<file path="src/verilog/sched_pkg.sv">
// Memory scheduler shared definitions
`default_nettype none

package sched_pkg;

  localparam int unsigned ADDR_W      = 32;
  localparam int unsigned LEN_W       = 16;
  localparam int unsigned ARRAY_WIDTH = 8;
  localparam int unsigned BEAT_BYTES  = 32;
  localparam int unsigned GIDX_W      = 8;

  // AXI4-Lite data path
  localparam int unsigned AXIL_DATA_W = 32;
  localparam int unsigned AXIL_STRB_W = AXIL_DATA_W / 8;

  typedef logic [ADDR_W-1:0] addr_t;
  typedef logic [LEN_W-1:0]  len_t;

  typedef struct packed {
    logic              skip;
    logic [GIDX_W-1:0] idx;
  } gidx_t;

  typedef struct packed {
    addr_t off;
    logic  skip;
  } offs_beat_t;

  typedef enum logic [1:0] {
    QINT_8 = 2'd0,
    QINT_4 = 2'd1,
    QINT_2 = 2'd2
  } qint_fmt_e;

  // Register byte offsets
  localparam addr_t REG_X_ADDR      = 32'h00;
  localparam addr_t REG_W_ADDR      = 32'h04;
  localparam addr_t REG_SCALES_ADDR = 32'h08;
  localparam addr_t REG_X_ITERS     = 32'h0C;
  localparam addr_t REG_W_ITERS     = 32'h10;
  localparam addr_t REG_X_ROWS_OFFS = 32'h14;
  localparam addr_t REG_W_D0_STRIDE = 32'h18;
  localparam addr_t REG_W_TOT_LEN   = 32'h1C;
  localparam addr_t REG_LEFTOVERS   = 32'h20;
  localparam addr_t REG_DEQUANT     = 32'h24;
  localparam addr_t REG_TOT_X_READ  = 32'h28;
  localparam addr_t REG_CTRL        = 32'h2C;

  // Stored registers sit below the control word
  localparam int unsigned NUM_REGS = REG_CTRL / 4;

endpackage

`default_nettype wire

</file>
<file path="src/verilog/sched_cfg_if.sv">
// Decoded scheduler configuration
`timescale 1ns/1ns
`default_nettype none

interface sched_cfg_if
  import sched_pkg::*;
();
  addr_t     x_addr, w_addr, scales_addr;
  len_t      x_cols_iters, x_rows_iters;
  len_t      w_iters, w_d0_len;
  addr_t     x_rows_offs, w_d0_stride;
  len_t      w_tot_len;
  logic [7:0] leftover_rows;
  logic      dequant_en;
  qint_fmt_e qint_fmt;
  len_t      tot_x_read;

  modport regs (
    output x_addr, w_addr, scales_addr, x_cols_iters, x_rows_iters, w_iters, w_d0_len,
           x_rows_offs, w_d0_stride, w_tot_len, leftover_rows, dequant_en, qint_fmt,
           tot_x_read
  );

  // Consumers only read the configuration
  modport reader (
    input x_addr, w_addr, scales_addr, x_cols_iters, x_rows_iters, w_iters, w_d0_len,
          x_rows_offs, w_d0_stride, w_tot_len, leftover_rows, dequant_en, qint_fmt,
          tot_x_read
  );
endinterface

`default_nettype wire

</file>
<file path="src/verilog/cfg_regfile.sv">
// AXI4-Lite configuration register file
`timescale 1ns/1ns
`default_nettype none

module cfg_regfile
  import sched_pkg::*;
(
  input  logic                   clk_i,
  input  logic                   rst_ni,
  input  addr_t                  s_axil_awaddr_i,
  input  logic                   s_axil_awvalid_i,
  output logic                   s_axil_awready_o,
  input  logic [AXIL_DATA_W-1:0] s_axil_wdata_i,
  input  logic [AXIL_STRB_W-1:0] s_axil_wstrb_i,
  input  logic                   s_axil_wvalid_i,
  output logic                   s_axil_wready_o,
  output logic [1:0]             s_axil_bresp_o,
  output logic                   s_axil_bvalid_o,
  input  logic                   s_axil_bready_i,
  input  addr_t                  s_axil_araddr_i,
  input  logic                   s_axil_arvalid_i,
  output logic                   s_axil_arready_o,
  output logic [AXIL_DATA_W-1:0] s_axil_rdata_o,
  output logic [1:0]             s_axil_rresp_o,
  output logic                   s_axil_rvalid_o,
  input  logic                   s_axil_rready_i,
  sched_cfg_if.regs              cfg,
  output logic                   start_o,
  output logic                   clear_o
);
  logic [AXIL_DATA_W-1:0] regs_q [NUM_REGS];

  logic                   aw_pend_q, w_pend_q, bvalid_q, rvalid_q;
  addr_t                  awaddr_q;
  logic [AXIL_DATA_W-1:0] wdata_q, rdata_q;
  logic [AXIL_STRB_W-1:0] wstrb_q;

  logic                   aw_hs, w_hs, ar_hs, do_write, ctrl_write;
  addr_t                  wr_addr;
  logic [AXIL_DATA_W-1:0] wr_data;
  logic [AXIL_STRB_W-1:0] wr_strb;

  assign s_axil_awready_o = ~aw_pend_q;
  assign s_axil_wready_o  = ~w_pend_q;
  assign aw_hs = s_axil_awvalid_i & s_axil_awready_o;
  assign w_hs  = s_axil_wvalid_i & s_axil_wready_o;

  // The channel accepted in this cycle bypasses its holding register
  assign wr_addr = aw_pend_q ? awaddr_q : s_axil_awaddr_i;
  assign wr_data = w_pend_q ? wdata_q : s_axil_wdata_i;
  assign wr_strb = w_pend_q ? wstrb_q : s_axil_wstrb_i;

  assign do_write   = (aw_pend_q | aw_hs) & (w_pend_q | w_hs) & ~bvalid_q;
  assign ctrl_write = do_write && wr_addr == REG_CTRL && wr_strb[0];

  assign start_o = ctrl_write & wr_data[0];
  assign clear_o = ctrl_write & wr_data[1];

  always_ff @(posedge clk_i or negedge rst_ni) begin
    if (!rst_ni) begin
      aw_pend_q <= 1'b0;
      w_pend_q  <= 1'b0;
      bvalid_q  <= 1'b0;
    end else begin
      aw_pend_q <= (aw_pend_q | aw_hs) & ~do_write;
      w_pend_q  <= (w_pend_q | w_hs) & ~do_write;
      if (do_write) begin
        bvalid_q <= 1'b1;
      end else if (s_axil_bready_i) begin
        bvalid_q <= 1'b0;
      end
    end
  end

  always_ff @(posedge clk_i) begin
    if (aw_hs) begin
      awaddr_q <= s_axil_awaddr_i;
    end
    if (w_hs) begin
      wdata_q <= s_axil_wdata_i;
      wstrb_q <= s_axil_wstrb_i;
    end
  end

  always_ff @(posedge clk_i or negedge rst_ni) begin
    if (!rst_ni) begin
      for (int i = 0; i < NUM_REGS; i++) begin
        regs_q[i] <= '0;
      end
    end else if (do_write && wr_addr[ADDR_W-1:2] < NUM_REGS) begin
      for (int b = 0; b < AXIL_STRB_W; b++) begin
        if (wr_strb[b]) begin
          regs_q[wr_addr[5:2]][b*8 +: 8] <= wr_data[b*8 +: 8];
        end
      end
    end
  end

  // Read channel, one outstanding request
  assign s_axil_arready_o = ~rvalid_q;
  assign ar_hs = s_axil_arvalid_i & s_axil_arready_o;

  always_ff @(posedge clk_i or negedge rst_ni) begin
    if (!rst_ni) begin
      rvalid_q <= 1'b0;
    end else if (ar_hs) begin
      rvalid_q <= 1'b1;
    end else if (s_axil_rready_i) begin
      rvalid_q <= 1'b0;
    end
  end

  always_ff @(posedge clk_i) begin
    if (ar_hs) begin
      rdata_q <= (s_axil_araddr_i[ADDR_W-1:2] < NUM_REGS) ? regs_q[s_axil_araddr_i[5:2]] : '0;
    end
  end

  assign s_axil_bvalid_o = bvalid_q;
  assign s_axil_bresp_o  = 2'b00;
  assign s_axil_rvalid_o = rvalid_q;
  assign s_axil_rdata_o  = rdata_q;
  assign s_axil_rresp_o  = 2'b00;

  // Field decode
  assign cfg.x_addr        = regs_q[REG_X_ADDR[5:2]];
  assign cfg.w_addr        = regs_q[REG_W_ADDR[5:2]];
  assign cfg.scales_addr   = regs_q[REG_SCALES_ADDR[5:2]];
  assign cfg.x_cols_iters  = regs_q[REG_X_ITERS[5:2]][15:0];
  assign cfg.x_rows_iters  = regs_q[REG_X_ITERS[5:2]][31:16];
  assign cfg.w_iters       = regs_q[REG_W_ITERS[5:2]][15:0];
  assign cfg.w_d0_len      = regs_q[REG_W_ITERS[5:2]][31:16];
  assign cfg.x_rows_offs   = regs_q[REG_X_ROWS_OFFS[5:2]];
  assign cfg.w_d0_stride   = regs_q[REG_W_D0_STRIDE[5:2]];
  assign cfg.w_tot_len     = regs_q[REG_W_TOT_LEN[5:2]][LEN_W-1:0];
  assign cfg.leftover_rows = regs_q[REG_LEFTOVERS[5:2]][31:24];
  assign cfg.dequant_en    = regs_q[REG_DEQUANT[5:2]][0];
  assign cfg.qint_fmt      = qint_fmt_e'(regs_q[REG_DEQUANT[5:2]][2:1]);
  assign cfg.tot_x_read    = regs_q[REG_TOT_X_READ[5:2]][LEN_W-1:0];

endmodule

`default_nettype wire

</file>
<file path="src/verilog/tile_sequencer.sv">
// Tile iteration and start request control
`timescale 1ns/1ns
`default_nettype none

module tile_sequencer
  import sched_pkg::*;
(
  input  logic       clk_i,
  input  logic       rst_ni,
  input  logic       start_i,
  input  logic       clear_i,
  input  logic       x_done_i,
  input  logic       x_ready_start_i,
  input  logic       w_ready_start_i,
  input  logic       gidx_ready_start_i,
  sched_cfg_if.reader cfg,
  output logic       x_req_start_o,
  output logic       w_req_start_o,
  output logic       gidx_req_start_o,
  output logic       last_row_o,
  output addr_t      rows_offs_o,
  output addr_t      cols_offs_o
);
  len_t  cols_q, wpass_q, rows_q, rd_cnt_q, rd_cnt_nxt;
  addr_t cols_offs_q, rows_offs_q;
  logic  x_pend_q, w_pend_q, gidx_pend_q;
  logic  col_wrap, wpass_wrap, row_adv, row_wrap, x_more;

  assign col_wrap   = cols_q == LEN_W'(cfg.x_cols_iters - 1'b1);
  assign wpass_wrap = wpass_q == LEN_W'(cfg.w_iters - 1'b1);
  assign row_adv    = col_wrap & wpass_wrap;
  assign row_wrap   = rows_q == LEN_W'(cfg.x_rows_iters - 1'b1);

  assign rd_cnt_nxt = rd_cnt_q + 1'b1;
  assign x_more     = rd_cnt_nxt < cfg.tot_x_read;

  // Columns inside weight passes inside rows
  always_ff @(posedge clk_i or negedge rst_ni) begin
    if (!rst_ni) begin
      cols_q      <= '0;
      wpass_q     <= '0;
      rows_q      <= '0;
      cols_offs_q <= '0;
      rows_offs_q <= '0;
      rd_cnt_q    <= '0;
    end else if (clear_i) begin
      cols_q      <= '0;
      wpass_q     <= '0;
      rows_q      <= '0;
      cols_offs_q <= '0;
      rows_offs_q <= '0;
      rd_cnt_q    <= '0;
    end else if (x_done_i) begin
      rd_cnt_q    <= rd_cnt_nxt;
      cols_q      <= col_wrap ? '0 : cols_q + 1'b1;
      cols_offs_q <= col_wrap ? '0 : cols_offs_q + BEAT_BYTES;
      if (col_wrap) begin
        wpass_q <= wpass_wrap ? '0 : wpass_q + 1'b1;
      end
      if (row_adv) begin
        rows_q      <= row_wrap ? '0 : rows_q + 1'b1;
        rows_offs_q <= row_wrap ? '0 : rows_offs_q + cfg.x_rows_offs;
      end
    end
  end

  assign x_req_start_o    = x_pend_q & x_ready_start_i;
  assign w_req_start_o    = w_pend_q & w_ready_start_i;
  assign gidx_req_start_o = gidx_pend_q & gidx_ready_start_i;

  // A flag drops on the cycle its request is issued
  always_ff @(posedge clk_i or negedge rst_ni) begin
    if (!rst_ni) begin
      x_pend_q    <= 1'b0;
      w_pend_q    <= 1'b0;
      gidx_pend_q <= 1'b0;
    end else if (clear_i) begin
      x_pend_q    <= 1'b0;
      w_pend_q    <= 1'b0;
      gidx_pend_q <= 1'b0;
    end else begin
      x_pend_q    <= (x_pend_q & ~x_req_start_o) | start_i | (x_done_i & x_more);
      w_pend_q    <= (w_pend_q & ~w_req_start_o) | start_i;
      gidx_pend_q <= (gidx_pend_q & ~gidx_req_start_o) | (start_i & cfg.dequant_en);
    end
  end

  assign last_row_o  = row_wrap;
  assign rows_offs_o = rows_offs_q;
  assign cols_offs_o = cols_offs_q;

endmodule

`default_nettype wire

</file>
<file path="src/verilog/stream_desc_gen.sv">
// X and W stream descriptors
`timescale 1ns/1ns
`default_nettype none

module stream_desc_gen
  import sched_pkg::*;
(
  sched_cfg_if.reader cfg,
  input  addr_t       rows_offs_i,
  input  addr_t       cols_offs_i,
  input  logic        last_row_i,
  output addr_t       x_base_addr_o,
  output len_t        x_tot_len_o,
  output addr_t       w_base_addr_o,
  output addr_t       w_d0_stride_o,
  output len_t        w_tot_len_o,
  output len_t        w_d0_len_o,
  output len_t        w_d1_len_o
);
  logic use_leftover;

  assign x_base_addr_o = cfg.x_addr + rows_offs_i + cols_offs_i;

  // Last row may be partial
  assign use_leftover = last_row_i && cfg.leftover_rows != '0;
  assign x_tot_len_o  = use_leftover ? LEN_W'(cfg.leftover_rows) : LEN_W'(ARRAY_WIDTH);

  // W stream fetches scales instead of weights when dequantising
  assign w_base_addr_o = cfg.dequant_en ? cfg.scales_addr : cfg.w_addr;
  assign w_d0_stride_o = cfg.dequant_en ? '0 : cfg.w_d0_stride;

  assign w_tot_len_o = cfg.w_tot_len;
  assign w_d0_len_o  = cfg.w_d0_len;
  assign w_d1_len_o  = cfg.w_iters;

endmodule

`default_nettype wire

</file>
<file path="src/verilog/gidx_offset_unit.sv">
// Group index to scales and zeros offsets
`timescale 1ns/1ns
`default_nettype none

module gidx_offset_unit
  import sched_pkg::*;
(
  input  logic        clk_i,
  input  logic        rst_ni,
  sched_cfg_if.reader cfg,
  input  logic        gidx_valid_i,
  input  gidx_t       gidx_data_i,
  output logic        gidx_ready_o,
  output logic        off_valid_o,
  output offs_beat_t  scales_off_o,
  output offs_beat_t  zeros_off_o,
  input  logic        scales_ready_i,
  input  logic        zeros_ready_i
);
  logic [1:0] q_shift;
  addr_t      idx_ext, stride_ext;
  logic       valid_q, out_accept, in_hs;
  offs_beat_t scales_q, zeros_q;

  // Zeros are packed, several per byte for narrow formats
  always_comb begin
    case (cfg.qint_fmt)
      QINT_2:  q_shift = 2'd3;
      QINT_4:  q_shift = 2'd2;
      default: q_shift = 2'd1;
    endcase
  end

  assign idx_ext    = addr_t'(gidx_data_i.idx);
  assign stride_ext = addr_t'(cfg.w_d0_stride[15:0]);

  assign out_accept   = scales_ready_i & zeros_ready_i;
  assign gidx_ready_o = ~valid_q | out_accept;
  assign in_hs        = gidx_valid_i & gidx_ready_o;

  always_ff @(posedge clk_i or negedge rst_ni) begin
    if (!rst_ni) begin
      valid_q <= 1'b0;
    end else if (in_hs) begin
      valid_q <= 1'b1;
    end else if (out_accept) begin
      valid_q <= 1'b0;
    end
  end

  always_ff @(posedge clk_i) begin
    if (in_hs) begin
      scales_q.off  <= idx_ext * stride_ext;
      scales_q.skip <= gidx_data_i.skip;
      zeros_q.off   <= idx_ext * (stride_ext >> q_shift);
      zeros_q.skip  <= gidx_data_i.skip;
    end
  end

  assign off_valid_o  = valid_q;
  assign scales_off_o = scales_q;
  assign zeros_off_o  = zeros_q;

endmodule

`default_nettype wire

</file>
<file path="src/verilog/mem_scheduler_top.sv">
// Memory scheduler top level
`timescale 1ns/1ns
`default_nettype none

module mem_scheduler_top
  import sched_pkg::*;
(
  input  logic                   clk_i,
  input  logic                   rst_ni,
  input  addr_t                  s_axil_awaddr_i,
  input  logic                   s_axil_awvalid_i,
  output logic                   s_axil_awready_o,
  input  logic [AXIL_DATA_W-1:0] s_axil_wdata_i,
  input  logic [AXIL_STRB_W-1:0] s_axil_wstrb_i,
  input  logic                   s_axil_wvalid_i,
  output logic                   s_axil_wready_o,
  output logic [1:0]             s_axil_bresp_o,
  output logic                   s_axil_bvalid_o,
  input  logic                   s_axil_bready_i,
  input  addr_t                  s_axil_araddr_i,
  input  logic                   s_axil_arvalid_i,
  output logic                   s_axil_arready_o,
  output logic [AXIL_DATA_W-1:0] s_axil_rdata_o,
  output logic [1:0]             s_axil_rresp_o,
  output logic                   s_axil_rvalid_o,
  input  logic                   s_axil_rready_i,
  input  logic                   x_done_i,
  input  logic                   x_ready_start_i,
  input  logic                   w_ready_start_i,
  input  logic                   gidx_ready_start_i,
  output logic                   x_req_start_o,
  output logic                   w_req_start_o,
  output logic                   gidx_req_start_o,
  output addr_t                  x_base_addr_o,
  output len_t                   x_tot_len_o,
  output addr_t                  w_base_addr_o,
  output addr_t                  w_d0_stride_o,
  output len_t                   w_tot_len_o,
  output len_t                   w_d0_len_o,
  output len_t                   w_d1_len_o,
  input  logic                   gidx_valid_i,
  input  gidx_t                  gidx_data_i,
  output logic                   gidx_ready_o,
  output logic                   off_valid_o,
  output addr_t                  scales_off_o,
  output logic                   scales_skip_o,
  output addr_t                  zeros_off_o,
  output logic                   zeros_skip_o,
  input  logic                   scales_ready_i,
  input  logic                   zeros_ready_i
);
  logic       start, clear, last_row;
  addr_t      rows_offs, cols_offs;
  offs_beat_t scales_beat, zeros_beat;

  sched_cfg_if cfg_if ();

  cfg_regfile cfg_regfile_inst (
    .clk_i, .rst_ni,
    .s_axil_awaddr_i, .s_axil_awvalid_i, .s_axil_awready_o,
    .s_axil_wdata_i, .s_axil_wstrb_i, .s_axil_wvalid_i, .s_axil_wready_o,
    .s_axil_bresp_o, .s_axil_bvalid_o, .s_axil_bready_i,
    .s_axil_araddr_i, .s_axil_arvalid_i, .s_axil_arready_o,
    .s_axil_rdata_o, .s_axil_rresp_o, .s_axil_rvalid_o, .s_axil_rready_i,
    .cfg     (cfg_if.regs),
    .start_o (start),
    .clear_o (clear)
  );

  tile_sequencer tile_sequencer_inst (
    .clk_i, .rst_ni,
    .start_i     (start),
    .clear_i     (clear),
    .x_done_i, .x_ready_start_i, .w_ready_start_i, .gidx_ready_start_i,
    .cfg         (cfg_if.reader),
    .x_req_start_o, .w_req_start_o, .gidx_req_start_o,
    .last_row_o  (last_row),
    .rows_offs_o (rows_offs),
    .cols_offs_o (cols_offs)
  );

  stream_desc_gen stream_desc_gen_inst (
    .cfg         (cfg_if.reader),
    .rows_offs_i (rows_offs),
    .cols_offs_i (cols_offs),
    .last_row_i  (last_row),
    .x_base_addr_o, .x_tot_len_o,
    .w_base_addr_o, .w_d0_stride_o, .w_tot_len_o, .w_d0_len_o, .w_d1_len_o
  );

  gidx_offset_unit gidx_offset_unit_inst (
    .clk_i, .rst_ni,
    .cfg          (cfg_if.reader),
    .gidx_valid_i, .gidx_data_i, .gidx_ready_o, .off_valid_o,
    .scales_off_o (scales_beat),
    .zeros_off_o  (zeros_beat),
    .scales_ready_i, .zeros_ready_i
  );

  assign scales_off_o  = scales_beat.off;
  assign scales_skip_o = scales_beat.skip;
  assign zeros_off_o   = zeros_beat.off;
  assign zeros_skip_o  = zeros_beat.skip;

endmodule

`default_nettype wire

</file>
<file path="config.mk">
export PLATFORM = sky130hd
export DESIGN_NAME = mem_scheduler_top
export DESIGN_NICKNAME = d
export VERILOG_FILES = /design/src/verilog/sched_pkg.sv /design/src/verilog/sched_cfg_if.sv /design/src/verilog/cfg_regfile.sv /design/src/verilog/tile_sequencer.sv /design/src/verilog/stream_desc_gen.sv /design/src/verilog/gidx_offset_unit.sv /design/src/verilog/mem_scheduler_top.sv
export SDC_FILE = /design/constraint.sdc
export NUM_CORES = 2
export LEC_CHECK = 0
export ABC_CLOCK_PERIOD_IN_PS = 7500
export BUFFER_PORTS_ARGS = -buffer_cell sky130_fd_sc_hd__buf_4
export CAP_MARGIN = 10
export CORE_ASPECT_RATIO = 1.75
export CORE_MARGIN = 2
export CORE_UTILIZATION = 37
export DETAILED_ROUTE_END_ITERATION = 6
export GPL_TIMING_DRIVEN = 0
export PLACE_DENSITY = 0.54
export SLEW_MARGIN = 20
export SYNTH_ARGS = -nofsm -noshare
export SYNTH_HDL_FRONTEND = slang
export SYNTH_SLANG_ARGS = --single-unit
</file>
<file path="constraint.sdc">
create_clock -name clk_i -period 7.5 [get_ports clk_i]
set_input_delay 0 -clock clk_i [delete_from_list [all_inputs] [get_ports clk_i]]
set_output_delay 0 -clock clk_i [all_outputs]
set_load 0.005 [all_outputs]
</file>
==> run summary <==
DRT Pass-1 Iters = 5
DRT iter0 DRCs = 2058
Clk_skew = 0.0469 ns
Inserted Clock Buffers = 69
Most common cell on crit path = fa_1
Max Cap Violations = 0
Number of nets with antenna violations after routing = 0
Initial Util = 37.3%
FFs w/ async S/R, synth = 76.2%
Final Hold Vio Count = 0
Placeable Area = 0.114 sq mm
Setup slack at placement = 0.0775 ns
Pwr per Cell Area = 177 mW/mm^2
CTS tree = built
Highest clock rate = 139 MHz
Post-synthesis cell type with the largest combined area = dfrtp_1
Crit-path max cell delay = 0.56 ns
Slew @ Worst Pin = 1.19 ns
DIE AREA = 0.118 sq mm
Worst hold path class = in -> reg
IO Port Bufs = 362
Avg Cell Area, Syn = 9.98 sq um
Average wire per standard cell = 24.6 microns
Seq/Total Area, Yosys = 39.0%
CP Capture Type = flop
DRC Markers = 0
Sw Share = 29.7%
Final worst slack = 0.307 ns
Post-Route WL = 157 mm
Clk buf depth = 3
Hpwl dp = 125 mm
Chip Height = 453 microns
Cell area after synthesis = 0.0426 sq mm
Worst setup SP type = flop
Worst setup path startpoint = cfg_regfile_inst.cfg.qint_fmt[1]$_DFFE_PN0P_
Worst Setup Path Type = reg -> reg
Die width = 261 microns
CP cell instances = inv_1, ha_1, clkbuf_1, mux4_2, and2_1, fa_1, fa_1, fa_1, inv_1, fa_1, inv_1, ha_1, a21oi_1, o21ai_0, a2111oi_1, o21bai_1, o221ai_1, mux2i_1, o211ai_1
Commonest non-fill, non-tap cell in the layout = dfrtp_1
Final setup fails = 0
Util after Layout = 44.5%
Layout area overhead = 19.4%
Ports = 395
LEAKAGE = 23.9 nW
Fin crit share = 95.9%
Setup TNS = 0 ns
RSZ-0062 raised after global routing = no
Combinational power share = 16.4%
Vias per std cell = 5.42
#FFs+latches synth = 634
Syn Inst Count = 4271
Sink Count = 634
Global-route wire length before repair = 231 mm
Std cell rows = 164
WP data arrival = 7.58 ns
Reg clk slew, reported paths = 0.07 ns
Outcome = completed
Hold wc startpoint = gidx_data_i[8]
Worst slew margin = 20.4%
Routability cong. = 0.945
Final Slew Violations = 0
CP Data Required Time = 7.89 ns
Global route overflow = 0
Total GRT Usage = 26.7%
Most common flop cell mapped by yosys = dfrtp_1
DR vias = 34565
Pint = 6.31 mW
Area contributors post-synth = dfrtp_1 28%, edfxtp_1 11%, fa_1 9.2%
Most frequent cells in the layout = 483 x dfrtp_1, 471 x nor2_1, 438 x buf_4, 363 x a21oi_1, 286 x nand2_1
Share of post-route cells with drive strength above 1 = 16.9%
Sw Pwr = 2.67 mW
Pin count of the biggest net entering global routing = 95
Initial antenna violation count = 12
EDFF count, synth = 151
Design Power = 8.98 mW
Clock power frac = 41.2%
Reg2reg start = cfg_regfile_inst.cfg.qint_fmt[1]$_DFFE_PN0P_
VDD IR max = 159 uV
Sequential fraction of design power = 42.4%
Top-area cell type share of the netlist area = 28.4%
H-tree depth = 3
CP Max Fanout = 10
Clk_lat worst skew = 0.69 ns
Final nets = 5325
Slowest CP cell = fa_1
Yosys cell types = 89
Vias in the first global route = 35572
Root Buffer Master = clkbuf_16
Fin crit period = 7.19 ns
Synth Warn # = 0
==> logic make-up after synthesis <==
kind of cell	count (synthesis)	share of synthesized area (%)
AOI/OAI and AO/OA	822	11.5
adders and majority gates	378	14.6
muxes	271	8.86
xor gates and xnor gates	202	4.15
DFF	634	39.0
other	1	0.00880
and+or+nand+nor	1398	16.1
buffers and inverters	565	5.79
==> Yosys cell counts (24+ instances only) <==
cell      instances
xor2_1          100
a21oi_1         363
mux4_2           73
nor2_1          471
xnor2_1         102
inv_1           259
nor4_1           37
or3_1            24
nand3_1          65
mux2i_1          79
and2_1          238
nor2b_1          59
clkbuf_1        184
o21a_1           24
o211ai_1         46
mux2_2          119
a21o_1           50
nor3_1           68
and3_1           43
edfxtp_1        151
o21ai_0         174
fa_1            196
dfrtp_1         483
ha_1            182
nand2_1         286
nand4_1          24
buf_4            76
==> repair_timing <==
action                                  CTS  global route
setup buffers                             0             0
hold buffers                             86             0
gates resized for setup                   0             5
endpoints found under the setup margin    0             6
hold endpoints to repair                431             0
==> critical path, delay by kind of cell, from the launching register on <==
| kind | cells | cell delay (ns) |
|---|---|---|
| buf+inv | 4 | 0.70 |
| flops | 1 | 0.38 |
| mux | 2 | 0.76 |
| compound gates | 6 | 1.86 |
| fa+ha+maj | 6 | 2.97 |
| simple gates | 1 | 0.23 |
==> worst paths after layout <==
| kind | endpoint | slack (ns) | depth (start not counted) |
|---|---|---|---|
| worst min-delay path | gidx_offset_unit_inst.zeros_off_o[0]$_DFFE_PP_ | 0.04 | 2 |
| worst max-delay path | gidx_offset_unit_inst.zeros_off_o[23]$_DFFE_PP_ | 0.31 | 19 |
| min in group asynchronous | cfg_regfile_inst.cfg.x_addr[11]$_DFFE_PN0P_ | 0.50 | 4 |
| worst min register to register | cfg_regfile_inst.regs_q[64]$_DFFE_PN0P_ | 0.51 | 1 |
| max in group asynchronous | cfg_regfile_inst.cfg.w_d0_len[13]$_DFFE_PN0P_ | 5.18 | 7 |
| worst max register to register | gidx_offset_unit_inst.zeros_off_o[23]$_DFFE_PP_ | 0.31 | 19 |
==> routing by layer <==
metal  track usage (%)  vias up  share of wire, %
met5                 0        -             0.016
met4              17.5        4               7.5
met3              4.53      369               5.4
met2              47.6     1138                51
met1              28.9    17305                36
li1                  -    15749                 -
==> through the flow <==
| step | hold slack, ns | area [sq um] | cells |
|---|---|---|---|
| after CTS | 0.00540 | 50800 | 6375 |
| after floorplan | -0.296 | 42700 | 4296 |
| final | 0.0427 | 50900 | 6382 |
| after detailed placement | -0.0396 | 47600 | 6162 |
| after global routing | 0.0267 | 50900 | 6380 |
| after global placement | 0.176 | 47300 | 6152 |
==> final cells by class <==
type                    count  area, sq um
inverters                 260          976
repair buffers            458         3840
clock inverters            28          358
plain buffers             304         1490
well taps                1494         1870
clock buffers              99         2030
diodes                      8         20.0
flip-flops and latches    634        16600
fillers                 11145        63400
multi-input cells        3097        23700
==> registers in the layout, summed over array words and instances, names as in the netlist, 32 cells and up <==
signal and cells:
tile_sequencer_inst.rows_offs_o 32, cfg_regfile_inst.s_axil_rdata_o 32, cfg_regfile_inst.cfg.x_rows_offs 32, cfg_regfile_inst.cfg.scales_addr 32, cfg_regfile_inst.wdata_q 32, cfg_regfile_inst.awaddr_q 32
cfg_regfile_inst.regs_q 85, cfg_regfile_inst.cfg.x_addr 32, cfg_regfile_inst.cfg.w_addr 32, cfg_regfile_inst.cfg.w_d0_stride 32
==> power by group through the flow <==
stage | combinational [mW] | clock (mW) | sequential, mW
floorplan | 0.687 | 0 | 3.84
CTS | 1.49 | 3.77 | 3.81
detailed placement | 1.43 | 0 | 3.87
global placement | 1.39 | 0 | 3.88
finish | 1.48 | 3.70 | 3.81
global route | 1.57 | 3.89 | 3.82
No activity file was read; power rests on OpenSTA's default activity.
